File: config.mk
export PLATFORM = sky130hd
export DESIGN_NAME = hazard_unit
export DESIGN_NICKNAME = d
export VERILOG_FILES = /design/src/mips_pkg.sv /design/src/hazard_unit.sv
export SDC_FILE = /design/constraint.sdc
export NUM_CORES = 1
export LEC_CHECK = 0
export ABC_AREA = 1
export BUFFER_PORTS_ARGS = -buffer_cell sky130_fd_sc_hd__buf_2
export CORE_AREA = 2 2 39 41
export DETAILED_ROUTE_END_ITERATION = 16
export DIE_AREA = 0 0 41 43
export PLACE_DENSITY = 0.7
export SYNTH_ARGS = -nofsm -noshare
export SYNTH_HDL_FRONTEND = slang
export SYNTH_SLANG_ARGS = --single-unit
File: constraint.sdc
create_clock -name vclk -period 1.4
set_input_delay 0.14 -clock vclk [all_inputs]
set_output_delay 0.14 -clock vclk [all_outputs]
set_load 0.01 [all_outputs]
File: src/mips_pkg.sv
package mips_pkg;

    // Datapath and instruction widths
    localparam int BITS_SIZE      = 32;
    localparam int BITS_REGS      = 5;
    localparam int BITS_INMEDIATE = 16;
    localparam int BITS_SIZE_CTL  = 6;

    // Field positions inside an instruction word
    localparam int OPCODE_LSB = 26;
    localparam int RS_LSB     = 21;
    localparam int RT_LSB     = 16;
    localparam int RD_LSB     = 11;

    typedef enum logic [BITS_SIZE_CTL-1:0] {
        OP_RTYPE = 6'd0,
        OP_ADDI  = 6'd8,
        OP_LW    = 6'd35,
        OP_SW    = 6'd43,
        OP_HALT  = 6'd63
    } opcode_t;

    // R-type function field
    typedef enum logic [BITS_SIZE_CTL-1:0] {
        FN_ADD = 6'd32,
        FN_SUB = 6'd34,
        FN_AND = 6'd36,
        FN_OR  = 6'd37,
        FN_SLT = 6'd42
    } funct_t;

    typedef enum logic [2:0] {
        ALU_ADD,
        ALU_SUB,
        ALU_AND,
        ALU_OR,
        ALU_SLT
    } alu_op_t;

endpackage
File: src/hazard_unit.sv
`timescale 1ns/1ps

module hazard_unit (
    input  logic [mips_pkg::BITS_REGS-1:0] i_ifid_rs,
    input  logic [mips_pkg::BITS_REGS-1:0] i_ifid_rt,
    input  logic                           i_uses_rt,
    input  logic [mips_pkg::BITS_REGS-1:0] i_idex_rd,
    input  logic [mips_pkg::BITS_REGS-1:0] i_exmem_rd,
    input  logic [mips_pkg::BITS_REGS-1:0] i_memwb_rd,
    input  logic                           i_idex_write,
    input  logic                           i_exmem_write,
    input  logic                           i_memwb_write,
    output logic                           o_stall
);

    logic rs_busy;
    logic rt_busy;

    // Source still pending in one of the three older stages
    function automatic logic pending(input logic [mips_pkg::BITS_REGS-1:0] src);
        return (i_idex_write  && (i_idex_rd  != '0) && (i_idex_rd  == src)) ||
               (i_exmem_write && (i_exmem_rd != '0) && (i_exmem_rd == src)) ||
               (i_memwb_write && (i_memwb_rd != '0) && (i_memwb_rd == src));
    endfunction

    assign rs_busy = pending(i_ifid_rs);
    assign rt_busy = pending(i_ifid_rt);
    assign o_stall = rs_busy || (i_uses_rt && rt_busy);

endmodule

## Word-level counts from Yosys, hierarchy flattened

Index checks and enable logic that the tools add are counted.
W data, S select, Z words.

- Output and inout bits: 1
- Bits in registers: 0
- Input port bits: 29
- Word-level logic and storage cells: 24

- Reduce and logical (&&, ||, !) cells: 18
- Equal/unequal tests: 6

Operators with widths:

| cell | count |
|---|---|
| $eq A5 B5 Y1 | 6 |
| $reduce_bool A5 Y1 | 3 |
| $logic_and A1 B1 Y1 | 10 |
| $logic_or A1 B1 Y1 | 5 |

## Logic depth before layout (Yosys ltp)

Gate-level depths: netlist of run 1.

- Depth in word-level cells: 7
- Depth in mapped cells: 9
- Gate-level depth less buffers: 9

## Worst setup path after synthesis of run 1

Ideal clock, no wire load.

- Kind: input -> output
- Start point: input port i_ifid_rs[0] in the netlist's numbering
- End point: output port o_stall
- Cell stages on the path: 6
- Arrival time: 0.685 ns
- Slack: 0.575 ns
- Buffers on the path: 0
- Required time: 1.260 ns
- Cells stage by stage: xor2_1 nor2_1 nand3_1 nor2_1 nor2_2 nand2_1

- Word-level cells in the longest chain between the ends: 5
- Elaborated cells on any way between the ends: 9

Ends and longest elaborated chain:

| what | line | source |
|---|---|---|
| start, declared | hazard_unit.sv:4 | `input logic [mips_pkg::BITS_REGS-1:0] i_ifid_rs,` |
| $eq A5 B5 Y1, on equally long branches | hazard_unit.sv:21, hazard_unit.sv:22 |  |
| $logic_and A1 B1 Y1, on equally long branches | hazard_unit.sv:21, hazard_unit.sv:22 |  |
| $logic_or A1 B1 Y1 | hazard_unit.sv:21 | `return (i_idex_write && (i_idex_rd != '0) && (i_idex_rd == src)) \|\|` |
| $logic_or A1 B1 Y1 (*) | hazard_unit.sv:22 | `(i_exmem_write && (i_exmem_rd != '0) && (i_exmem_rd == src)) \|\|` |
| $logic_or A1 B1 Y1 (*) | hazard_unit.sv:28 | `assign o_stall = rs_busy \|\| (i_uses_rt && rt_busy);` |
| end, declared | hazard_unit.sv:13 | `output logic o_stall` |

Every way passes the cells marked *; elsewhere a longest branch is shown, timed or not.

## Final worst setup path of run 1

- Start point: input port i_exmem_rd[0] in the netlist's numbering
- End point: output port o_stall

- Word-level cells in the longest chain between the ends: 7
- Elaborated cells on any way between the ends: 12

Ends and longest elaborated chain:

| what | line | source |
|---|---|---|
| start, declared | hazard_unit.sv:8 | `input logic [mips_pkg::BITS_REGS-1:0] i_exmem_rd,` |
| $reduce_bool A5 Y1 | hazard_unit.sv:22 |  |
| $logic_and A1 B1 Y1 (2 in series) | hazard_unit.sv:22 |  |
| $logic_or A1 B1 Y1 | hazard_unit.sv:21 |  |
| $logic_or A1 B1 Y1 | hazard_unit.sv:22 |  |
| $logic_and A1 B1 Y1 | hazard_unit.sv:28 |  |
| $logic_or A1 B1 Y1 (*) | hazard_unit.sv:28 |  |

Marked as above.

==> flow_metrics.py, run 1 <==
metrics = {
    "status": {
        "status": "completed",
    },
    "global_routing": {
        "grt_max_degree": 5,
        "antenna_found_initial": 0,
        "grt_overflow": 0,
        "grt_first_pass_wirelength_microns": 1980,
        "track_usage_pct": 15.3,
        "grt_pass1_vias": 526,
    },
    "critical_path": {
        "arrival_ns": 0.96,
        "crit_type": "in -> out",
        "cp_max_fo": 3,
        "required_ns": 1.26,
        "worstSetupEndpointType": "primary output",
        "critPathLaunchType": "input port",
    },
    "sta": {
        "rsz0062_at_grt": "false",
        "fin_ws_ns": 0.296,
        "timing.final.max_slew_violations": 0,
        "setup_viol": 0,
        "hold_violations": 0,
        "finalSetupTns_ns": 0,
        "slew_headroom_pct": 88.7,
        "post-route-min-period_ns": 1.10,
        "hold_ws_ns": 0.554,
        "final.period_utilization_pct": 78.9,
        "fmaxAchievable_mhz": 906,
        "worst_pin_slew_ns": 0.168,
    },
    "final_layout": {
        "final_area_sq_um": 657,
        "n_fill_cell": 153,
        "drive_gt1_share_pct": 30.2,
        "fin_util_pct": 47.5,
        "area_delta_synth_final_pct": 35.0,
        "antenna_cells": 0,
        "fin_nets": 147,
        "regArea_sq_um": 0,
        "nClkBuffers": 0,
        "nFlopsAndLatches": 0,
    },
    "min_path": {
        "hold-path-endpoint": "o_stall",
        "hold_path_startpoint": "i_uses_rt",
        "whs_path_depth": 4,
        "hold_path_class": "in -> out",
    },
    "floorplanning": {
        "start_util_pct": 35.2,
        "core-area_sq_um": 1380,
        "rows": 14,
        "die_w_microns": 41,
        "io_pins": 30,
        "dieArea_sq_um": 1760,
        "die_h_microns": 43,
    },
    "synthesis": {
        "synth_top_cells_by_count": "21 x nand2_1, 19 x nor2_1, 17 x xor2_1, 10 x xnor2_1, 7 x inv_1",
        "syn_inst": 86,
        "syn_area_sq_um": 487,
        "synth_seq_area_share_pct": 0,
        "synth_top_area_share_pct": 30.6,
        "netlist_top_cells_area": "xor2_1 31%, xnor2_1 18%, nand2_1 16%",
        "ys_types": 11,
        "ys_warn_count": 0,
        "syn_nets": 115,
        "synth.most_common_cell": "nand2_1",
        "synth_top_area_cell": "xor2_1",
        "avgSynthCellArea_sq_um": 5.66,
    },
    "drt": {
        "first_iter_violations": 4,
        "first_pass_iters": 3,
        "ant_nets": 0,
        "vias": 568,
        "drt-wirelength-per-cell_microns": 8.92,
        "routed_wirelength_microns": 1180,
        "route.detailed.drc": 0,
        "via_per_inst": 4.30,
    },
    "clock_tree": {
        "hold_buffers": 0,
        "ctsResizeCount": 0,
        "post-cts-setup-buffers": 0,
    },
    "placement": {
        "dpl_worst_slack_ns": 0.266,
        "hpwl_microns": 1130,
        "placed_area_sq_um": 657,
        "gp_congestion": 0.787,
        "port_buffers": 30,
    },
    "pwr": {
        "leakage_nw": 0.371,
        "pwr_density_cell_nw_per_um2": 286,
        "peakVddDrop_uv": 115,
    },
    "run": {
        "drv_cap": 0,
    },
}
==> per-layer routing <==
layer / GRT usage, % / vias up / wire (microns)
li1: - / 320 / -
met1: 19.3 / 233 / 526
met2: 28.4 / 15 / 584
met3: 0.524 / 0 / 66
met4: 0 / 0 / 0
met5: 0 / - / 0
==> cell usage in the layout, fill, tap and decap left out <==
cell type  count
buf_2         30
nand2_1       21
nor2_1        19
xor2_1        17
xnor2_1       10
inv_1          7
nand3_1        6
nand3_2        2
inv_2          1
nand3b_1       1
nand2_2        1
nor2_2         1
==> worst max path at each step <==
stage	from	endpoint	slack (ns)
global route	i_idex_rd[4]	o_stall	0.15
floorplan	i_ifid_rs[0]	o_stall	0.57
global placement	i_ifid_rs[0]	o_stall	0.29
finish	i_exmem_rd[0]	o_stall	0.30
detailed placement	i_exmem_rd[0]	o_stall	0.27
CTS	i_exmem_rd[0]	o_stall	0.26
==> area by class of cell <==
| class | count | area, sq um | area share, % |
|---|---|---|---|
| inverter | 8 | 30.0 | 4.57 |
| multi-input combinational | 78 | 457 | 69.5 |
| tap | 16 | 20.0 | 3.05 |
| timing repair buffer | 30 | 150 | 22.9 |
==> through the flow <==
step | instances | power (mW)
floorplan | 86 | 0.102
global placement | 132 | 0.187
detailed placement | 132 | 0.189
CTS | 132 | 0.190
global route | 132 | 0.214
finish | 132 | 0.188
==> critical path: stages <==
cell	delay (ns)
buf_2	0.12
nor2_1	0.15
nand3_2	0.09
nand2_2	0.07
nor2_1	0.04
nand2_1	0.05
nand3_1	0.08
nand2_1	0.06
nand2_1	0.04
buf_2	0.13
==> report_power, final <==
group	total (mW)	internal, mW	switching [mW]
Clock	0	0	0
Sequential	0	0	0
Combinational	0.188	0.0900	0.0977
==> cell families (layout without fill, tap and decap cells) <==
group,count (synthesis),after routing,synth area share [%]
xor gates and xnor gates,27,27,48.6
buffers and inverters,8,38,6.17
and+or+nand+nor,51,51,45.2
Power figures use the tool's default switching activity.
==> run 2, diff against run 1 <==
PLACE_DENSITY = 0.73   (was 0.7)
clock period = 1 ns   (was 1.4 ns; I/O delays follow)
==> run 2 against run 1 <==
The flow now finishes with violations (negative setup slack). First-iteration DRC count unchanged. Sequential cell count unchanged. Via count increased by 5.8%. Sequential share of layout area unchanged. Utilization increased by 9.5 points. Critical endpoint unchanged. Highest routed layer is now met4.
==> flow_metrics.py, run 2 (synthesis gave the netlist of run 1 again) <==
metrics = {
    "final_layout": {
        "antenna_cells": 0,
        "fin_util_pct": 57.0,
        "mostFrequentLayoutCells": "20 x nand2_1, 18 x buf_2, 17 x xor2_1",
        "area_delta_synth_final_pct": 62.0,
        "nClkBuffers": 0,
        "nFlopsAndLatches": 0,
        "mostFrequentLayoutCell": "nand2_1",
        "regArea_sq_um": 0,
        "drive_gt1_share_pct": 42.7,
        "fin_nets": 148,
        "stdcell_count": 133,
    },
    "min_path": {
        "hold-path-endpoint": "o_stall",
        "hold_path_startpoint": "i_uses_rt",
        "hold_path_class": "in -> out",
        "whs_path_depth": 4,
    },
    "critical_path": {
        "critPathSlowestCell": "buf_2",
        "required_ns": 0.90,
        "cpLargestDelayFamily": "simple AND/OR/NAND/NOR gates",
        "crit_type": "in -> out",
        "cp_max_fo": 3,
        "critPathLaunchType": "input port",
        "cpPeakStageDelay_ns": 0.14,
        "worstSetupEndpointType": "primary output",
        "arrival_ns": 0.92,
        "path_buf_inv": 2,
        "path_cells": "buf_2 -> xor2_1 -> nor2_1 -> nand3_1 -> nand3_1 -> nand2_1 -> nand2_1 -> buf_2",
    },
    "global_routing": {
        "grt_pass1_vias": 591,
        "grt_max_degree": 5,
        "antenna_found_initial": 0,
        "grt_first_pass_wirelength_microns": 2100,
        "grt_overflow": 0,
        "track_usage_pct": 16.3,
    },
    "sta": {
        "final.period_utilization_pct": 102,
        "setup_viol": 1,
        "timing.final.max_slew_violations": 0,
        "fmaxAchievable_mhz": 984,
        "worst_pin_slew_ns": 0.165,
        "post-route-min-period_ns": 1.02,
        "slew_headroom_pct": 89.0,
        "rsz0062_at_grt": "true",
        "hold_violations": 0,
        "fin_ws_ns": -0.0167,
    },
    "drt": {
        "drt-wirelength-per-cell_microns": 10.3,
        "first_pass_iters": 3,
        "vias": 601,
        "routed_wirelength_microns": 1360,
        "route.detailed.drc": 0,
        "ant_nets": 0,
        "first_iter_violations": 4,
        "via_per_inst": 4.52,
    },
    "pwr": {
        "peakVddDrop_uv": 166,
        "leakage_nw": 0.418,
        "pwr_density_cell_nw_per_um2": 420,
        "total_power_mw": 0.331,
    },
    "status": {
        "violations": "negative setup slack",
        "status": "finished, violations left",
    },
    "floorplanning": {
        "core-area_sq_um": 1380,
        "io_pins": 30,
        "rows": 14,
        "start_util_pct": 35.2,
        "die_h_microns": 43,
        "die_w_microns": 41,
        "dieArea_sq_um": 1760,
    },
    "placement": {
        "gp_congestion": 0.797,
        "port_buffers": 30,
        "hpwl_microns": 1160,
        "dp.cells": 132,
    },
    "run": {
        "drv_cap": 0,
    },
}
[run 2: cell types whose count changed in the layout (fill, tap and decap cells not counted), sizes merged]
cell	change
buf	+1
[run 2: repair_timing]
action / 4_1_cts / 5_1_grt
pin swaps: 19 / 11
endpoints found under the setup margin: 1 / 1
gates resized for setup: 23 / 15
hold buffers: 0 / 0
setup buffers: 0 / 1
[run 2: final cells by class]
cell class | count | area, sq um
multi-input combinational | 78 | 507
inverter | 8 | 32.5
timing repair buffer | 31 | 229
tap | 16 | 20.0
fill | 140 | 596
[run 2: metrics by stage]
step	area, sq um	TNS [ns]	hold slack [ns]	setup slack [ns]
global route	788	-0.106	0.520	-0.106
CTS	739	-0.0139	0.476	-0.0139
global placement	657	-0.0376	0.476	-0.0376
finish	788	-0.0167	0.479	-0.0167
floorplan	487	0	0.318	0.255
detailed placement	657	-0.0465	0.480	-0.0465
[run 2: worst max-delay path by stage]
stage                             from  endpoint  slack, ns  cells past startpoint
after floorplan           i_ifid_rs[0]   o_stall       0.25                      6
after global placement    i_ifid_rs[0]   o_stall      -0.04                      8
after detailed placement  i_ifid_rs[4]   o_stall      -0.05                      9
after CTS                 i_ifid_rt[0]   o_stall      -0.01                      9
after global routing      i_ifid_rs[2]   o_stall      -0.11                      9
final                     i_ifid_rt[2]   o_stall      -0.02                      8
[run 2: power by group]
part	switching (mW)	leakage [nW]	internal, mW
Sequential	0	0	0
Clock	0	0	0
Combinational	0.158	0.418	0.173
Total	0.158	0.418	0.173
[run 2: metal layers]
layer | vias up | track usage (%) | wire [microns]
met4 | 0 | 2.67 | 14
met2 | 15 | 31.9 | 750
met1 | 260 | 17.8 | 529
met5 | - | 0 | 0
li1 | 324 | - | -
met3 | 2 | 0.524 | 70
