===== config.mk =====
export PLATFORM = sky130hd
export DESIGN_NAME = instr_decode
export DESIGN_NICKNAME = d
export VERILOG_FILES = /design/src/mips_pkg.sv /design/src/instr_decode.sv /design/src/control_unit.sv /design/src/register_file.sv
export SDC_FILE = /design/constraint.sdc
export NUM_CORES = 2
export LEC_CHECK = 0
export BUFFER_PORTS_ARGS = -buffer_cell sky130_fd_sc_hd__buf_2
export CORE_MARGIN = 5
export CORE_UTILIZATION = 40
export CTS_CLUSTER_DIAMETER = 100
export CTS_CLUSTER_SIZE = 24
export DETAILED_ROUTE_END_ITERATION = 10
export SLEW_MARGIN = 20
export SYNTH_ARGS = -nofsm -noshare
export SYNTH_HDL_FRONTEND = slang
export SYNTH_SLANG_ARGS = --single-unit

===== constraint.sdc =====
create_clock -name i_clk -period 9 [get_ports i_clk]
set_input_delay 0.9 -clock i_clk [delete_from_list [all_inputs] [get_ports i_clk]]
set_output_delay 0.9 -clock i_clk [all_outputs]
set_load 0.01 [all_outputs]

===== src/mips_pkg.sv =====
package mips_pkg;

    // Datapath and instruction widths
    localparam int BITS_SIZE      = 32;
    localparam int BITS_REGS      = 5;
    localparam int BITS_INMEDIATE = 16;
    localparam int BITS_SIZE_CTL  = 6;

    // Field positions inside an instruction word
    localparam int OPCODE_LSB = 26;
    localparam int RS_LSB     = 21;
    localparam int RT_LSB     = 16;
    localparam int RD_LSB     = 11;

    typedef enum logic [BITS_SIZE_CTL-1:0] {
        OP_RTYPE = 6'd0,
        OP_ADDI  = 6'd8,
        OP_LW    = 6'd35,
        OP_SW    = 6'd43,
        OP_HALT  = 6'd63
    } opcode_t;

    // R-type function field
    typedef enum logic [BITS_SIZE_CTL-1:0] {
        FN_ADD = 6'd32,
        FN_SUB = 6'd34,
        FN_AND = 6'd36,
        FN_OR  = 6'd37,
        FN_SLT = 6'd42
    } funct_t;

    typedef enum logic [2:0] {
        ALU_ADD,
        ALU_SUB,
        ALU_AND,
        ALU_OR,
        ALU_SLT
    } alu_op_t;

endpackage

===== src/instr_decode.sv =====
`timescale 1ns/1ps

module instr_decode (
    input  logic                           i_clk,
    input  logic                           i_reset,
    input  logic                           i_step,
    input  logic                           i_halt,
    input  logic                           i_stall,
    input  logic [mips_pkg::BITS_SIZE-1:0] i_ifid_instr,
    input  logic                           i_wb_write,
    input  logic [mips_pkg::BITS_REGS-1:0] i_wb_addr,
    input  logic [mips_pkg::BITS_SIZE-1:0] i_wb_data,
    input  logic [mips_pkg::BITS_REGS-1:0] i_select_address_register,
    output logic [mips_pkg::BITS_SIZE-1:0] o_data_reg_file,
    output logic [mips_pkg::BITS_REGS-1:0] o_ifid_rs,
    output logic [mips_pkg::BITS_REGS-1:0] o_ifid_rt,
    output logic                           o_uses_rt,
    output logic [mips_pkg::BITS_SIZE-1:0] o_idex_rs_data,
    output logic [mips_pkg::BITS_SIZE-1:0] o_idex_rt_data,
    output logic [mips_pkg::BITS_SIZE-1:0] o_idex_imm,
    output logic [mips_pkg::BITS_REGS-1:0] o_idex_rd,
    output logic                           o_idex_reg_write,
    output logic                           o_idex_mem_read,
    output logic                           o_idex_mem_write,
    output logic                           o_idex_alu_src,
    output logic                           o_idex_halt,
    output mips_pkg::alu_op_t              o_idex_alu_op
);

    logic [mips_pkg::BITS_INMEDIATE-1:0] imm16;
    logic [mips_pkg::BITS_REGS-1:0]      rd_field;
    logic [mips_pkg::BITS_SIZE-1:0]      rs_data;
    logic [mips_pkg::BITS_SIZE-1:0]      rt_data;
    mips_pkg::opcode_t                   opcode;
    mips_pkg::funct_t                    funct;
    mips_pkg::alu_op_t                   ctl_alu_op;
    logic ctl_reg_write;
    logic ctl_reg_dst_rd;
    logic ctl_alu_src;
    logic ctl_mem_read;
    logic ctl_mem_write;
    logic ctl_halt;
    logic advance;

    assign opcode    = mips_pkg::opcode_t'(i_ifid_instr[mips_pkg::OPCODE_LSB +:
                                                        mips_pkg::BITS_SIZE_CTL]);
    assign funct     = mips_pkg::funct_t'(i_ifid_instr[mips_pkg::BITS_SIZE_CTL-1:0]);
    assign o_ifid_rs = i_ifid_instr[mips_pkg::RS_LSB +: mips_pkg::BITS_REGS];
    assign o_ifid_rt = i_ifid_instr[mips_pkg::RT_LSB +: mips_pkg::BITS_REGS];
    assign rd_field  = i_ifid_instr[mips_pkg::RD_LSB +: mips_pkg::BITS_REGS];
    assign imm16     = i_ifid_instr[mips_pkg::BITS_INMEDIATE-1:0];
    assign advance   = i_step && !i_halt;

    register_file register_file_inst (
        .i_clk        (i_clk),
        .i_reset      (i_reset),
        .i_step       (i_step),
        .i_halt       (i_halt),
        .i_write      (i_wb_write),
        .i_addr_rs    (o_ifid_rs),
        .i_addr_rt    (o_ifid_rt),
        .i_addr_wr    (i_wb_addr),
        .i_addr_debug (i_select_address_register),
        .i_data_wr    (i_wb_data),
        .o_rs         (rs_data),
        .o_rt         (rt_data),
        .o_data_debug (o_data_reg_file)
    );

    control_unit control_unit_inst (
        .i_opcode     (opcode),
        .i_funct      (funct),
        .o_reg_write  (ctl_reg_write),
        .o_reg_dst_rd (ctl_reg_dst_rd),
        .o_alu_src    (ctl_alu_src),
        .o_mem_read   (ctl_mem_read),
        .o_mem_write  (ctl_mem_write),
        .o_halt       (ctl_halt),
        .o_uses_rt    (o_uses_rt),
        .o_alu_op     (ctl_alu_op)
    );

    // ID/EX controls get a bubble on a stall
    always_ff @(posedge i_clk) begin
        if (i_reset) begin
            o_idex_reg_write <= 1'b0;
            o_idex_mem_read  <= 1'b0;
            o_idex_mem_write <= 1'b0;
            o_idex_halt      <= 1'b0;
        end else if (advance) begin
            o_idex_reg_write <= ctl_reg_write && !i_stall;
            o_idex_mem_read  <= ctl_mem_read && !i_stall;
            o_idex_mem_write <= ctl_mem_write && !i_stall;
            o_idex_halt      <= ctl_halt && !i_stall;
        end
    end

    always_ff @(posedge i_clk) begin
        if (advance) begin
            o_idex_rs_data <= rs_data;
            o_idex_rt_data <= rt_data;
            o_idex_imm     <= {{(mips_pkg::BITS_SIZE-mips_pkg::BITS_INMEDIATE){imm16[
                               mips_pkg::BITS_INMEDIATE-1]}}, imm16};
            o_idex_rd      <= ctl_reg_dst_rd ? rd_field : o_ifid_rt;
            o_idex_alu_src <= ctl_alu_src;
            o_idex_alu_op  <= ctl_alu_op;
        end
    end

    // A source still being written back keeps the instruction in decode
    assert property (@(posedge i_clk) disable iff (i_reset)
        (advance && i_wb_write && (i_wb_addr != '0) &&
         ((i_wb_addr == o_ifid_rs) || (o_uses_rt && (i_wb_addr == o_ifid_rt))))
        |-> i_stall);

endmodule


===== src/control_unit.sv =====
`timescale 1ns/1ps

module control_unit (
    input  mips_pkg::opcode_t i_opcode,
    input  mips_pkg::funct_t  i_funct,
    output logic              o_reg_write,
    output logic              o_reg_dst_rd,
    output logic              o_alu_src,
    output logic              o_mem_read,
    output logic              o_mem_write,
    output logic              o_halt,
    output logic              o_uses_rt,
    output mips_pkg::alu_op_t o_alu_op
);

    always_comb begin
        o_reg_write  = 1'b0;
        o_reg_dst_rd = 1'b0;
        o_alu_src    = 1'b0;
        o_mem_read   = 1'b0;
        o_mem_write  = 1'b0;
        o_halt       = 1'b0;
        o_uses_rt    = 1'b0;
        o_alu_op     = mips_pkg::ALU_ADD;
        case (i_opcode)
            mips_pkg::OP_RTYPE: begin
                o_reg_write  = 1'b1;
                o_reg_dst_rd = 1'b1;
                o_uses_rt    = 1'b1;
                case (i_funct)
                    mips_pkg::FN_ADD: o_alu_op = mips_pkg::ALU_ADD;
                    mips_pkg::FN_SUB: o_alu_op = mips_pkg::ALU_SUB;
                    mips_pkg::FN_AND: o_alu_op = mips_pkg::ALU_AND;
                    mips_pkg::FN_OR:  o_alu_op = mips_pkg::ALU_OR;
                    mips_pkg::FN_SLT: o_alu_op = mips_pkg::ALU_SLT;
                    default: begin
                        // nop and unknown funct become a bubble
                        o_reg_write  = 1'b0;
                        o_reg_dst_rd = 1'b0;
                        o_uses_rt    = 1'b0;
                    end
                endcase
            end
            mips_pkg::OP_ADDI: begin
                o_reg_write = 1'b1;
                o_alu_src   = 1'b1;
            end
            mips_pkg::OP_LW: begin
                o_reg_write = 1'b1;
                o_alu_src   = 1'b1;
                o_mem_read  = 1'b1;
            end
            mips_pkg::OP_SW: begin
                o_alu_src   = 1'b1;
                o_mem_write = 1'b1;
                o_uses_rt   = 1'b1;
            end
            mips_pkg::OP_HALT: o_halt = 1'b1;
            default: ;
        endcase
    end

endmodule


===== src/register_file.sv =====
`timescale 1ns/1ps

module register_file (
    input  logic                           i_clk,
    input  logic                           i_reset,
    input  logic                           i_step,
    input  logic                           i_halt,
    input  logic                           i_write,
    input  logic [mips_pkg::BITS_REGS-1:0] i_addr_rs,
    input  logic [mips_pkg::BITS_REGS-1:0] i_addr_rt,
    input  logic [mips_pkg::BITS_REGS-1:0] i_addr_wr,
    input  logic [mips_pkg::BITS_REGS-1:0] i_addr_debug,
    input  logic [mips_pkg::BITS_SIZE-1:0] i_data_wr,
    output logic [mips_pkg::BITS_SIZE-1:0] o_rs,
    output logic [mips_pkg::BITS_SIZE-1:0] o_rt,
    output logic [mips_pkg::BITS_SIZE-1:0] o_data_debug
);

    logic [mips_pkg::BITS_SIZE-1:0] regs [2**mips_pkg::BITS_REGS];

    assign o_rs         = regs[i_addr_rs];
    assign o_rt         = regs[i_addr_rt];
    assign o_data_debug = regs[i_addr_debug];

    // Register 0 is never written so it keeps its reset value of zero
    always_ff @(posedge i_clk) begin
        if (i_reset) begin
            for (int i = 0; i < 2**mips_pkg::BITS_REGS; i++) begin
                regs[i] <= '0;
            end
        end else if (i_step && !i_halt && i_write && (i_addr_wr != '0)) begin
            regs[i_addr_wr] <= i_data_wr;
        end
    end

endmodule


# After elaboration in Yosys (flattened, before gate mapping)
# Memories as Yosys holds them, arrays and structs flattened. A register that Yosys moved wholly into a read port is not among the register bits.
# Cells that the tools add are included.
# W data, S select, Z words.
# classes
eq_ne	9
mux	18
reduce_logical	15
# ops
operator	n
$eq A6 B6 Y1 const B	8
$mux W32	1
$reduce_or A32 Y1	1
$mux W1	12
$pmux W3 S4	1
$mux W5	2
$logic_and A1 B1 Y1	7
$eq A6 B4 Y1 const B	1
$logic_not A6 Y1	1
$reduce_bool A5 Y1	1
$reduce_or A5 Y1	1
$pmux W1 S2	2
$reduce_or A3 Y1	1
$logic_not A1 Y1	2
$reduce_or A2 Y1	1
# totals
reg_bits	29
ram_bits	1024
inputBits	80
out_inout_bits	152
word_cells	51
memories	1
# mem_list
memory	depth	width	rd	rd_clocked_by_memory_dff	write_ports	line	text
register_file_inst.regs	32	32	3	2	32	register_file.sv:19	logic [mips_pkg::BITS_SIZE-1:0] regs [2**mips_pkg::BITS_REGS];

# Logic depth before layout (Yosys ltp)
# logic_depth
word_depth	9
ltp_mapped	8
depth_no_buf	6

# Hierarchy
# Synthesis repeated with hierarchy kept, for this count alone.
# unflattened
hier_cells	5930
hier_area_um2	67897.6
# modules_own_cells
module	n_inst	cells_each	area_per_inst_um2	seq_area_each_um2
register_file	1	5761	64603.2	30749.5
instr_decode	1	138	3088.0	2752.6
control_unit	1	31	206.4	0.0

# Worst setup path after synthesis
# No wires, ideal clock.
# synth_timing
kind	in2reg
from	input i_halt
to	register o_idex_halt
setup_time_ns	0.064
arrival_time_ns	3.429
t_required_ns	8.936
setup_slack_ns	5.506
cell_stages	7
path_buffers	1
path_cell_list	nand2b_4 buf_6 inv_1 nand4_1 nor3_1 a21oi_1 nor2_1
# synth_between
elab_chain_cells	2
# synth_rtl
element	line	text
start: declaration	instr_decode.sv:7	input logic i_halt,
$logic_not A1 Y1	instr_decode.sv:52	assign advance = i_step && !i_halt;
$logic_and A1 B1 Y1	instr_decode.sv:52	
end signal: assignment	instr_decode.sv:94	o_idex_halt <= ctl_halt && !i_stall;
end: declaration	instr_decode.sv:26	output logic o_idex_halt,
# No other way between the ends.
# A chain may end at the register's enable or synchronous reset.

# Worst setup path in the final report
# layout_timing
from	input i_select_address_register[2] in the netlist's numbering
to	output o_data_reg_file[13] in the netlist's numbering
# layout_between
elab_chain_cells	1
# layout_rtl
element	line	text
start: declaration	instr_decode.sv:13	input logic [mips_pkg::BITS_REGS-1:0] i_select_address_register,
$mem_v2 Z32 W32	n/a	
end: declaration	instr_decode.sv:14	output logic [mips_pkg::BITS_SIZE-1:0] o_data_reg_file,
# No other way between the ends.

==> flow_summary_export.csv <==
group,metric,value,unit
clock_tree,clock-sinks,1117,
global_routing,grt_pass1_wl,372000,um
global_routing,grt_busiest_layer,"met2",
sta,setup_tns,0,ns
clock_tree,cts_buffers,54,
power,p_seq_frac,0.560,
route,first_pass_iters,6,
die,ioPinCount,232,
power,clkPwrFrac,0.271,
global_routing,track_usage,0.285,
logic_synthesis,synth-seq-area-share,0.494,
clock_tree,htreeDepth,2,
sta,fmax,0.199,GHz
critical_path,cp_top_family,"buffers and inverters",
sta,tightestPinTransition,1.24,ns
logic_synthesis,syn_area_per_cell,11.5,um^2
global_routing,use_met1,0.370,
final_layout,final_common_cell,"mux2i_1",
critical_path,slowest_stage,"and2_4",
critical_path,cp_cell_sequence,"buf_2 -> and2_4 -> buf_4 -> a22o_1 -> nor3_1 -> a31oi_1 -> nand3_1 -> buf_2",
clock_tree,cts_resized,0,
clock_tree,cts_tree,"built",
power,pwr_density_cell,154,nW/um^2
route,route.detailed.vias_per_inst,6.40,
final_layout,fin_util,0.426,
critical_path,crit_path_max_fanout,45,
die,dieArea,178000,um^2
die,rows,151,
placement,place.gp.congestion,0.849,
die,die_w,422,um
route,ant_nets,0,
sta,timing.final.ws_setup,3.97,ns
critical_path,r2r_start,"register_file_inst.regs[6][21]",
final_layout,final_cell_mix,"mux2i_1 (1536), edfxtp_1 (1113), and2_1 (992)",
die,floorplan.initialDensity,0.401,
global_routing,gr-total-overflow,0,
logic_synthesis,synthFlopType,"edfxtp_1",
power,power_frac_comb,0.170,
die,die_h,422,um
logic_synthesis,ys_seq_elements,1117,
logic_synthesis,synth_warnings,0,
route,wirelength,267000,um
critical_path,critPathMaxStageDelay,0.89,ns
sta,period_share,0.559,
logic_synthesis,synthArstFlopShare,0,
critical_path,worstPathArrival,4.13,ns
sta,hold_viol,0,
critical_path,reg2reg_to,"o_idex_rt_data[21]",
logic_synthesis,synth.distinct_cells,46,
job,drv_cap,0,
clock_tree,clk_pin_slew_worst_paths,0.10,ns
final_layout,nNetsFinal,5843,
power,p_int,7860,uW
clock_tree,clockBufferDepth,3,
clock_tree,post_cts_buffers,0,
final_layout,nFillCells,15600,
global_routing,grt_pass1_vias,50000,
final_layout,drive_gt1_frac,0.0892,
global_routing,met3_usage,0.0510,
clock_tree,cts_root_buffer,"clkbuf_16",
route,drcViolationCount,0,
logic_synthesis,netlist_area,67900,um^2
worst_hold_path,holdPathEnd,"o_idex_imm[7]",
logic_synthesis,synth_edf_count,1113,
placement,dp.final_hpwl,141000,um
critical_path,path_class,"input pin to output pin",
route,wire_per_inst,33.3,um
status,status,"completed",
power,swShare,0.291,
worst_hold_path,hold_depth,1,
sta,drv_slew,0,
clock_tree,insertion_delay,0.72,ns
clock_tree,postCtsHoldBufs,0,
sta,setup_violations,0,
critical_path,crit_top_cell,"buf_2",
sta,rsz0062_at_grt,"false",
sta,skew,0.0212,ns
sta,period_needed,5.03,ns
route,drt-initial-drc-count,6319,
logic_synthesis,synth_cells,5927,
critical_path,r2r_slack,7.12,ns
placement,post-place-ws,4.08,ns
sta,relSlewSlack,0.174,
power,ir_drop,0.181,mV
placement,port_buffers,231,
global_routing,antenna_found_initial,23,
die,core_area,169000,um^2
critical_path,cp_num_buf_inv,3,
worst_hold_path,worstHoldStart,"i_ifid_instr[7]",
critical_path,r2r_cells,5,
critical_path,required,8.10,ns
global_routing,use_met2,0.449,
critical_path,start_kind,"input pin",
power,p_leak,0.0285,uW
critical_path,end_kind,"output pin",
worst_hold_path,min_path_type,"input pin to flip-flop",
global_routing,grt_max_degree,147,
power,switchingPower,3230,uW
final_layout,syn2layout_area_growth,6.15,%
route,num_vias,51300,
## metal layers
layer  wire (um)  share of wire
met1      104000           0.39
met2      120000           0.45
met3       25100          0.094
met5          12       0.000045
met4       17800          0.067
## area by class of cell
class | instances | area, um^2 | share of cell area
well taps | 2218 | 2780 | 0.0385
repair buffers | 348 | 2310 | 0.0320
diodes | 11 | 27.5 | 0.000382
multi-input cells | 4238 | 31800 | 0.442
clock buffers | 70 | 1490 | 0.0206
clock inverters | 8 | 116 | 0.00162
flip-flops and latches | 1117 | 33500 | 0.465
inverters | 4 | 17.5 | 0.000243
## power by group through the flow
stage,sequential [uW],combinational [uW],clock [uW]
5_1_grt,6240,1950,3200
6_report,6210,1880,3000
4_1_cts,6200,1840,3030
2_1_floorplan,6270,1150,0
3_3_place_gp,6300,1830,0
3_5_place_dp,6320,1840,0
## metrics by stage
| step | hold WS [ns] | instances | instance area [um^2] | power, uW |
|---|---|---|---|---|
| floorplan | 0.521 | 5958 | 68000 | 7420 |
| global placement | 0.470 | 7923 | 70400 | 8130 |
| detailed placement | 0.482 | 7923 | 70400 | 8160 |
| CTS | 0.311 | 8001 | 72000 | 11100 |
| global route | 0.335 | 8007 | 72000 | 11400 |
| finish | 0.352 | 8014 | 72000 | 11100 |
## synth_stat cells, drive strengths merged, types with 3 or more instances
master	number	share of area
dfxtp	4	0.0012
nor3	101	0.0074
a22oi	288	0.032
nor3b	3	0.00050
clkbuf	316	0.019
a22o	192	0.025
mux2i	1536	0.23
nor2	41	0.0032
nand3	291	0.022
a21oi	292	0.022
inv	4	0.00022
or2	34	0.0031
nor2b	7	0.00065
buf	283	0.025
edfxtp	1113	0.49
mux2	5	0.00083
a31oi	96	0.0088
nand2	300	0.017
and2	995	0.092
nand2b	8	0.00088
nand3b	5	0.00074
## worst max-delay path by stage
stage                     slack, ns                  end  cells past startpoint                         start
after CTS                      4.07  o_data_reg_file[13]                      8  i_select_address_register[2]
after floorplan                5.51          o_idex_halt                      7                        i_halt
after global routing           4.01  o_data_reg_file[13]                      8  i_select_address_register[0]
final                          3.97  o_data_reg_file[13]                      8  i_select_address_register[2]
after detailed placement       4.08  o_data_reg_file[13]                      8  i_select_address_register[0]
after global placement         4.06  o_data_reg_file[13]                      8  i_select_address_register[2]
## flip-flops by register name, summed over array words and instances (netlist names)
name and count:
register_file_inst.regs 1024, o_idex_rs_data 32, o_idex_rt_data 32, o_idex_imm 16, o_idex_rd 5, o_idex_alu_op 3
o_idex_alu_src 1, o_idex_halt 1, o_idex_mem_read 1, o_idex_mem_write 1, o_idex_reg_write 1
## logic make-up after synthesis
group	share of synthesized area
simple gates	0.148
mux	0.227
flops	0.494
compound gates	0.0877
buf+inv	0.0436
other cells	0.0000553
(Power assumes the default switching activity.)
