`config.mk`:
```
export PLATFORM = sky130hd
export DESIGN_NAME = execute
export DESIGN_NICKNAME = d
export VERILOG_FILES = /design/src/mips_pkg.sv /design/src/execute.sv
export SDC_FILE = /design/constraint.sdc
export NUM_CORES = 1
export LEC_CHECK = 0
export BUFFER_PORTS_ARGS = -buffer_cell sky130_fd_sc_hd__buf_2
export CAP_MARGIN = 20
export CORE_MARGIN = 5
export CORE_UTILIZATION = 49
export CTS_BUF_LIST = sky130_fd_sc_hd__clkbuf_8 sky130_fd_sc_hd__clkbuf_16
export DETAILED_ROUTE_END_ITERATION = 7
export PLACE_DENSITY_LB_ADDON = 0.1
export SLEW_MARGIN = 20
export SYNTH_ARGS = -nofsm -noshare
export SYNTH_HDL_FRONTEND = slang
export SYNTH_SLANG_ARGS = --single-unit
export TNS_END_PERCENT = 10
```
`constraint.sdc`:
```
create_clock -name i_clk -period 11.62 [get_ports i_clk]
set_input_delay 0.581 -clock i_clk [delete_from_list [all_inputs] [get_ports i_clk]]
set_output_delay 0.581 -clock i_clk [all_outputs]
set_load 0.05 [all_outputs]
```
`src/mips_pkg.sv`:
```
package mips_pkg;

    // Datapath and instruction widths
    localparam int BITS_SIZE      = 32;
    localparam int BITS_REGS      = 5;
    localparam int BITS_INMEDIATE = 16;
    localparam int BITS_SIZE_CTL  = 6;

    // Field positions inside an instruction word
    localparam int OPCODE_LSB = 26;
    localparam int RS_LSB     = 21;
    localparam int RT_LSB     = 16;
    localparam int RD_LSB     = 11;

    typedef enum logic [BITS_SIZE_CTL-1:0] {
        OP_RTYPE = 6'd0,
        OP_ADDI  = 6'd8,
        OP_LW    = 6'd35,
        OP_SW    = 6'd43,
        OP_HALT  = 6'd63
    } opcode_t;

    // R-type function field
    typedef enum logic [BITS_SIZE_CTL-1:0] {
        FN_ADD = 6'd32,
        FN_SUB = 6'd34,
        FN_AND = 6'd36,
        FN_OR  = 6'd37,
        FN_SLT = 6'd42
    } funct_t;

    typedef enum logic [2:0] {
        ALU_ADD,
        ALU_SUB,
        ALU_AND,
        ALU_OR,
        ALU_SLT
    } alu_op_t;

endpackage
```
`src/execute.sv`:
```
`timescale 1ns/1ps

module execute (
    input  logic                           i_clk,
    input  logic                           i_reset,
    input  logic                           i_step,
    input  logic                           i_halt,
    input  logic [mips_pkg::BITS_SIZE-1:0] i_idex_rs_data,
    input  logic [mips_pkg::BITS_SIZE-1:0] i_idex_rt_data,
    input  logic [mips_pkg::BITS_SIZE-1:0] i_idex_imm,
    input  logic [mips_pkg::BITS_REGS-1:0] i_idex_rd,
    input  logic                           i_idex_reg_write,
    input  logic                           i_idex_mem_read,
    input  logic                           i_idex_mem_write,
    input  logic                           i_idex_alu_src,
    input  logic                           i_idex_halt,
    input  mips_pkg::alu_op_t              i_idex_alu_op,
    output logic [mips_pkg::BITS_SIZE-1:0] o_exmem_result,
    output logic [mips_pkg::BITS_SIZE-1:0] o_exmem_store,
    output logic [mips_pkg::BITS_REGS-1:0] o_exmem_rd,
    output logic                           o_exmem_reg_write,
    output logic                           o_exmem_mem_read,
    output logic                           o_exmem_mem_write,
    output logic                           o_exmem_halt
);

    logic [mips_pkg::BITS_SIZE-1:0] operand_b;
    logic [mips_pkg::BITS_SIZE-1:0] alu_result;
    logic                           advance;

    assign advance   = i_step && !i_halt;
    assign operand_b = i_idex_alu_src ? i_idex_imm : i_idex_rt_data;

    always_comb begin
        case (i_idex_alu_op)
            mips_pkg::ALU_SUB: alu_result = i_idex_rs_data - operand_b;
            mips_pkg::ALU_AND: alu_result = i_idex_rs_data & operand_b;
            mips_pkg::ALU_OR:  alu_result = i_idex_rs_data | operand_b;
            // Signed compare
            mips_pkg::ALU_SLT: alu_result = {{(mips_pkg::BITS_SIZE-1){1'b0}},
                                             $signed(i_idex_rs_data) < $signed(operand_b)};
            default:           alu_result = i_idex_rs_data + operand_b;
        endcase
    end

    always_ff @(posedge i_clk) begin
        if (i_reset) begin
            o_exmem_reg_write <= 1'b0;
            o_exmem_mem_read  <= 1'b0;
            o_exmem_mem_write <= 1'b0;
            o_exmem_halt      <= 1'b0;
        end else if (advance) begin
            o_exmem_reg_write <= i_idex_reg_write;
            o_exmem_mem_read  <= i_idex_mem_read;
            o_exmem_mem_write <= i_idex_mem_write;
            o_exmem_halt      <= i_idex_halt;
        end
    end

    always_ff @(posedge i_clk) begin
        if (advance) begin
            o_exmem_result <= alu_result;
            o_exmem_store  <= i_idex_rt_data;
            o_exmem_rd     <= i_idex_rd;
        end
    end

endmodule

```
* Yosys cells after proc, flatten, opt, wreduce, memory -nomap -nowiden
Cells that the tools add are included.
Storage, ports and cells: input bits 113, register bits after elaboration 73, word-level logic and storage cells 20, output and inout port bits 73
Cells by class: reductions and logical operators 2, multiplexer cells 2, equal/unequal tests 4, add/sub/neg operators 2, bitwise logic cells 2, magnitude comparators 1
Operator list (count):
- 32-bit case mux with 4 select lines | 1
- 32-bit adder | 1
- 32-bit AND | 1
- 32-bit < comparator | 1
- 32-bit 2-to-1 mux | 1
- 32-bit OR | 1
- 32-bit subtractor | 1
- 3-bit by 2-bit == test with 1-bit output (second input constant) | 2
- 3-bit by 1-bit == test with 1-bit output (second input constant) | 1
- 3-bit == test (second input constant) | 1
- 1-bit logical AND | 1
- 1-bit logical NOT | 1

* Depth between registers and ports, before layout
Gate-level depths: netlist of run 1.
depth after elaboration 3, depth in mapped cells 16, mapped depth without buffers 14

* Least setup slack after synthesis of run 1
Ideal clock, no wire load.
path kind input to register, from in i_idex_alu_src, to reg o_exmem_result[30] (netlist bit) (data pin), path slack 7.525 ns, path buffers 2, stages on the path 15, arrival 3.829 ns, setup time 0.266 ns, data required time 11.354 ns, path through clkbuf_1 > buf_1 > mux2i_1 > inv_1 > ha_1 > fa_1 > o21bai_1 > a211oi_1 > o21bai_1 > a2111oi_2 > o41a_1 > o31ai_1 > xnor2_1 > a21oi_1 > o21ai_1
On the way: longest elaborated chain between the ends 3, elaborated cells on any way between the ends 6, classes of those cells 2 x add/sub; 2 x mux; 2 x bitwise
Ends and longest elaborated chain:
- from (decl) | RTL line execute.sv:15 | input logic i_idex_alu_src,
- 32-bit 2-to-1 mux * | RTL line execute.sv:32 | assign operand_b = i_idex_alu_src ? i_idex_imm : i_idex_rt_data;
- 32-bit adder (tied with other cells) | RTL line execute.sv:42 | default: alu_result = i_idex_rs_data + operand_b;
- 32-bit case mux with 4 select lines * | RTL line execute.sv:35 | case (i_idex_alu_op)
- net alu_result, one bit | RTL line execute.sv:28 | logic [mips_pkg::BITS_SIZE-1:0] alu_result;
- to (signal assigned) | RTL line execute.sv:62 | o_exmem_result <= alu_result;
- to (decl) | RTL line execute.sv:18 | output logic [mips_pkg::BITS_SIZE-1:0] o_exmem_result,
The timed path passes the listed nets; every way through them passes the cells marked *. A chain may end at the register's enable or synchronous reset.

* Final worst setup path of run 1
from in i_idex_alu_src, to reg o_exmem_result[14] (netlist bit) (data pin)
The elaborated chain is that of the path after synthesis.

==> results_dict.tcl, run 1 <==
set metrics [dict create \
    vdd_ir_drop_max_mv 0.07067 \
    fillers 1402 \
    synth_edf_count 69 \
    drive_gt1_share_pct 22.48 \
    synth_area_um2 7541 \
    stdcell_count 1220 \
    critPathLaunchType "input port" \
    whs_endpoint "o_exmem_rd[2]" \
    cts_setup_buffers 0 \
    clock_sinks 73 \
    placement.io_buffers 185 \
    start_util_pct 49.79 \
    cts_buffer_depth 2 \
    synth_cell_types 74 \
    hold_path.startpoint "i_idex_rd[2]" \
    max_stage_delay_ps 510 \
    postLayoutCoreUtil_pct 59.01 \
    dp_slack_ps 7133 \
    coreArea_um2 15150 \
    drc 0 \
    syn_inst 867 \
    syn_to_final_growth_pct 18.52 \
    p_sw_mw 0.4179 \
    fin_skew_ps 0 \
    place_congestion 0.9211 \
    synth_flop_cell "edfxtp_1" \
    maxSlewHeadroom_pct 35.04 \
    cts_tree "yes" \
    die_h_um 134.1 \
    maxSlewViolCount 0 \
    finalNetCount 1245 \
    grt_setup_unrepaired "false" \
    dp_cells 1204 \
    setup_viol 0 \
    vias_per_cell 5.840 \
    multi_input_area_um2 4871 \
    async_reset_ff_share_pct 0 \
    p_seq_share_pct 29.7 \
    internal-power_mw 0.6702 \
    finalCritPeriodShare_pct 35.70 \
    grt_start_max_net_pins 74 \
    clk_pin_slew_ps 70 \
    worstPathArrival_ps 4230 \
    clk_latency_ps 340 \
    cts_resized 0 \
    p_leak_nw 4.214 \
    finalHoldViolCount 0 \
    yosysWarnings 0 \
    grt_pass1_wl_mm 34.32 \
    reg2reg_depth 2 \
    crit_chain "buf_2 > buf_4 > mux2i_1 > inv_1 > ha_1 > fa_1 > o21bai_1 > a211oi_1 > o21bai_1 > a21oi_1 > o31ai_1 > a21oi_1 > o21bai_1 > o32a_1 > o22ai_1" \
    htreeDepth 3 \
    layout_common_cells "buf_2, ha_1, inv_1" \
    fin_ws_ps 7472 \
    pin_count 186 \
    holdWs_ps 406.3 \
    diodes 0 \
    vias 7125 \
    grt_pass1_vias 6826 \
    drt_iter0_drc 619 \
    cts_buffers 9 \
    r2r-start "o_exmem_mem_write" \
    wl_mm 21.95 \
    syn_area_per_cell_um2 8.698 \
    wl_per_cell_um 17.99 \
    r2r_slack_ps 11030 \
    fin_tns_setup_ps 0 \
    powerDensity_nw_per_um2 121.8 \
    die_w_um 134.1 \
    dp_hpwl_mm 16.25 \
    design.die.area_um2 17970 \
    seq_area_frac_synth_pct 28.54 \
    pwr-share-comb_pct 41.7 \
    worstMarginPinSlew_ps 974.3 \
    grt-ovfl-total 0 \
    worst-path-max-fanout 32 \
    hp-class "input port to flip-flop" \
    fin_crit_ps 4148 \
    groute.usage.overall_pct 23.67 \
    endpoint_kind "flip-flop" \
    cts_root_buf "clkbuf_16" \
    synth_nets 1085 \
    reg2reg_to "o_exmem_mem_write" \
    antenna_found_initial 0 \
    final_common_cell "buf_2" \
    cpMaxStageDelayCell "o31ai_1" \
    rows 45 \
    switching_share_pct 38.40 \
    ff_latch_area_um2 2152 \
    fmax_ghz 0.2411 \
    synth_seq_cells 73 \
    crit_type "input port to flip-flop" \
    cp.required_ps 11700 \
    cts_hold_buf 0 \
    status "finished, final reports clean" \
    worst_path_most_repeated_cell "o21bai_1" \
    hold-path-cell-count 1 \
    pwr-share-clk_pct 28.6 \
    antenna_left 0 \
    drt_first_pass_iters 6 \
    drv_cap 0 \
]
-- synth_stat cells (15+ instances only) --
library cell  count  area (um2)
a211oi_1         18       135.1
ha_1            103        1289
nor3_1           15       75.07
o21ai_0          52       260.3
nor2b_1          16       100.1
nand2b_1         15       93.84
nor2_1           73       274.0
mux2i_1          45       450.4
a21oi_1          63       315.3
edfxtp_1         69        2072
o22ai_1          27       168.9
nand2_1          41       153.9
inv_1            99       371.6
clkbuf_1         33       123.9
-- sequential cells by signal, indices dropped and copies added (netlist names) --
signal,cells
o_exmem_mem_read,1
o_exmem_halt,1
o_exmem_reg_write,1
o_exmem_result,32
o_exmem_mem_write,1
o_exmem_store,32
o_exmem_rd,5
-- worst max-delay path by stage --
stage / from / end / slack, ps
6_report: i_idex_alu_src / o_exmem_result[14] / 7470
3_3_place_gp: i_idex_alu_src / o_exmem_result[30] / 7280
2_1_floorplan: i_idex_alu_src / o_exmem_result[30] / 7520
3_5_place_dp: i_idex_alu_src / o_exmem_result[30] / 7130
5_1_grt: i_idex_alu_src / o_exmem_result[14] / 7110
4_1_cts: i_idex_alu_src / o_exmem_result[30] / 7510
-- power groups by stage --
stage / Clock, mW / Combinational (mW) / Sequential [mW]
floorplan: 0 / 0.254 / 0.407
global placement: 0 / 0.447 / 0.329
detailed placement: 0 / 0.447 / 0.329
CTS: 0.317 / 0.450 / 0.324
global route: 0.326 / 0.492 / 0.325
finish: 0.311 / 0.454 / 0.323
-- worst max-delay path: cells and delay by family --
| kind | cells | cell delay (ps) |
|---|---|---|
| AO/OA/AOI/OAI | 9 | 2020 |
| adder cells (fa/ha/maj) | 2 | 660 |
| buffers and inverters | 3 | 650 |
| multiplexers | 1 | 320 |
-- metal layers --
layer / GRT usage [%] / wire length [um] / up-vias
met2: 39.19 / 10040 / 288
met3: 4.614 / 1560 / 49
met5: 0 / 0 / -
met4: 7.919 / 531 / 0
met1: 31.18 / 9816 / 3311
li1: - / - / 3477
-- per-stage QoR --
| step | instance area [um2] | power [mW] |
|---|---|---|
| finish | 8937 | 1.088 |
| global route | 8937 | 1.144 |
| floorplan | 7541 | 0.6611 |
| CTS | 8937 | 1.090 |
| detailed placement | 8612 | 0.7761 |
| global placement | 8612 | 0.7756 |
-- final cells by class --
cell class / instances / share of cell area, %
clock buffers: 11 / 2.828
multi-input cells: 650 / 54.50
well taps: 188 / 2.632
clock inverters: 5 / 0.8120
inverters: 102 / 4.284
flip-flops and latches: 73 / 24.08
repair buffers: 191 / 10.86
-- cell families after synthesis --
group / after synthesis / synth area share, %
buffers and inverters: 144 / 7.251
AND/OR/NAND/NOR: 199 / 12.63
multiplexers: 48 / 6.421
XOR/XNOR: 18 / 2.091
AO/OA/AOI/OAI: 280 / 25.45
flip-flops: 73 / 28.54
adder cells (fa/ha/maj): 105 / 17.62
(Power assumes the default switching activity.)
==> inputs of run 2 (changes only) <==
Settings changed: ABC_AREA set to 1.
Clock period 11.62 ns to 3.42 ns, I/O delays scaled along.
==> run 2 against run 1 <==
Against the previous run:
- sequential power grew to 3.4 times the previous value
- combinational power rose to 3.9 times the previous value
- routed wire length rose by 42%
- synthesized cell count up 55%
- die area is 13% higher
- register-to-register slack worse by 8200 ps
- power rose to 3.7 times the previous value
- clock skew unchanged
- final cell count grew 45%
- largest cell class unchanged
- via count grew 33%
==> results_dict.tcl, run 2 <==
set metrics [dict create \
    status "finished, final reports clean" \
    final_common_cell "nand2_1" \
    cts_tree "yes" \
    die_h_um 142.7 \
    hold_path.startpoint "i_idex_rt_data[30]" \
    whs_endpoint "o_exmem_store[30]" \
    postLayoutCoreUtil_pct 59.54 \
    synth_flop_cell "edfxtp_1" \
    multi_input_area_um2 5280 \
    yosysWarnings 0 \
    synth_seq_cells 73 \
    busiest_layer "met2" \
    worst-path-max-fanout 21 \
    fillers 1750 \
    grt.met1_usage_pct 43.83 \
    critPathLaunchType "input port" \
    cp.required_ps 3520 \
    wl_per_cell_um 17.59 \
    syn_area_per_cell_um2 6.426 \
    grt_start_max_net_pins 49 \
    netlist.area_leader.share_pct 24.03 \
    async_reset_ff_share_pct 0 \
    drt_first_pass_iters 6 \
    synth_cell_types 45 \
    worstMarginPinSlew_ps 944.7 \
    pin_count 186 \
    drc 0 \
    crit_type "input port to flip-flop" \
    htreeDepth 3 \
    place_congestion 0.9811 \
    p_leak_nw 5.691 \
    die_w_um 142.7 \
    finalCritPeriodShare_pct 86.96 \
    fin_tns_setup_ps 0 \
    powerDensity_nw_per_um2 389.3 \
    finalNetCount 1757 \
    drive_gt1_share_pct 16.00 \
    yosys.area.top_type "edfxtp_1" \
    grt-ovfl-total 0 \
    fmax_ghz 0.3363 \
    dp_hpwl_mm 25.01 \
    endpoint_kind "flip-flop" \
    groute.usage.overall_pct 30.11 \
    r2r_slack_ps 2840 \
    vias 9503 \
    diodes 0 \
    syn_inst 1342 \
    holdWs_ps 0.9574 \
    worst_path_most_repeated_cell "nand2_1" \
    cts_setup_buffers 0 \
    finalHoldViolCount 0 \
    synth_area_um2 8623 \
    synth_commonest_cells "nand2_1, inv_1, nor2_1" \
    ff_latch_area_um2 2152 \
    fin_crit_ps 2974 \
    cts_root_buf "clkbuf_16" \
    start_util_pct 49.86 \
    synth_area_leaders "edfxtp_1, nand2_1, ha_1" \
    reg2reg_to "o_exmem_mem_read" \
    reg_top3 "o_exmem_result: 32 flops, o_exmem_store: 32 flops, o_exmem_rd: 5 flops" \
    synth_nets 1560 \
    synth_edf_count 69 \
    antenna_left 0 \
    setup_viol 0 \
    grt_pass1_wl_mm 47.86 \
    coreArea_um2 17300 \
    grt_setup_unrepaired "false" \
    maxSlewViolCount 0 \
    cts_buffers 9 \
    maxSlewHeadroom_pct 36.35 \
    fin_skew_ps 0 \
    cts_buffer_depth 2 \
    drt_iter0_drc 1045 \
    clk_latency_ps 350 \
    grtUsageMet3_pct 4.588 \
    rows 48 \
    reg2reg_depth 2 \
    grt_pass1_vias 8965 \
    cpMaxStageDelayCell "o21ai_0" \
    syn_to_final_growth_pct 19.43 \
    drv_cap 0 \
    seq_area_frac_synth_pct 24.96 \
    r2r-start "o_exmem_mem_read" \
    worstPathArrival_ps 3080 \
    cts_resized 0 \
    wl_mm 31.12 \
    layout_common_cells "nand2_1, inv_1, buf_2" \
    yosysMostFrequentCell "nand2_1" \
    clock_sinks 73 \
    hp-class "input port to flip-flop" \
    crit_chain "buf_2 > buf_4 > o21ai_0 > inv_1 > fa_1 > inv_1 > nand2_1 > nand2_1 > nand3_1 > nand2_2 > nand2_1 > nand3_1 > nand2_1 > nand2_1 > nand2_1 > nand3_1 > nand3_1" \
    vdd_ir_drop_max_mv 0.2672 \
    met2_usage_pct 47.13 \
    antenna_found_initial 0 \
    vias_per_cell 5.372 \
    placement.io_buffers 185 \
    max_stage_delay_ps 780 \
    design.die.area_um2 20350 \
    clk_pin_slew_ps 70 \
    hold-path-cell-count 1 \
]
==> run 2: stage by stage <==
| stage | std cells | instance area (um2) | power [mW] | worst slack (ps) |
|---|---|---|---|---|
| after global routing | 1769 | 10300 | 4.221 | 282.4 |
| final | 1769 | 10300 | 4.009 | 446.0 |
| after floorplan | 1342 | 8626 | 2.296 | 762.0 |
| after global placement | 1739 | 9813 | 2.811 | 190.9 |
| after detailed placement | 1739 | 9813 | 2.810 | 221.9 |
| after CTS | 1768 | 10290 | 3.983 | 577.4 |
==> run 2: timing repair <==
item | 4_1_cts | 5_1_grt
endpoints found under the setup margin | 0 | 0
endpoints found under the hold margin | 13 | 1
hold buffers | 13 | 1
==> run 2: worst max-delay path, delay by kind of cell <==
kind,cells,cell delay [ps]
and+or+nand+nor,11,1090
AOI/OAI and AO/OA,1,780
buffers and inverters,4,580
adders and majority gates,1,440
==> run 2: kinds of logic after synthesis <==
group / Yosys count / synth area share, %
AOI/OAI and AO/OA: 223 / 14.25
xor gates and xnor gates: 6 / 0.6094
adders and majority gates: 105 / 15.41
buffers and inverters: 301 / 13.93
DFF: 73 / 24.96
and+or+nand+nor: 634 / 30.85
==> run 2: layout make-up <==
| type | count | share of cell area [%] |
|---|---|---|
| clock inverters | 7 | 1.166 |
| multi-input cells | 968 | 51.27 |
| clock buffers | 9 | 2.187 |
| well taps | 225 | 2.734 |
| flip-flops and latches | 73 | 20.90 |
| repair buffers | 217 | 11.91 |
| inverters | 270 | 9.841 |
==> run 2: power by group <==
part	internal [mW]	leakage, nW	switching (mW)	total [mW]
clock network	0.715	0.171	0.444	1.16
registers	1.08	0.675	0.0217	1.10
logic	0.504	4.84	1.25	1.75
total	2.30	5.69	1.71	4.01
==> run 2: how the worst max path moves through the flow <==
stage	start	end	slack [ps]	cells after the start
floorplan	i_step	o_exmem_halt	760	5
global placement	i_idex_alu_src	o_exmem_result[30]	190	17
detailed placement	i_idex_alu_src	o_exmem_result[30]	220	17
CTS	i_idex_alu_src	o_exmem_result[30]	580	17
global route	i_idex_alu_src	o_exmem_result[30]	280	17
finish	i_idex_alu_src	o_exmem_result[30]	450	17
==> run 2: routing by layer <==
layer | up-vias | part of all wire, %
li1 | 4663 | -
met1 | 4332 | 45
met2 | 458 | 43
met3 | 50 | 10
met4 | 0 | 2.1
met5 | - | 0
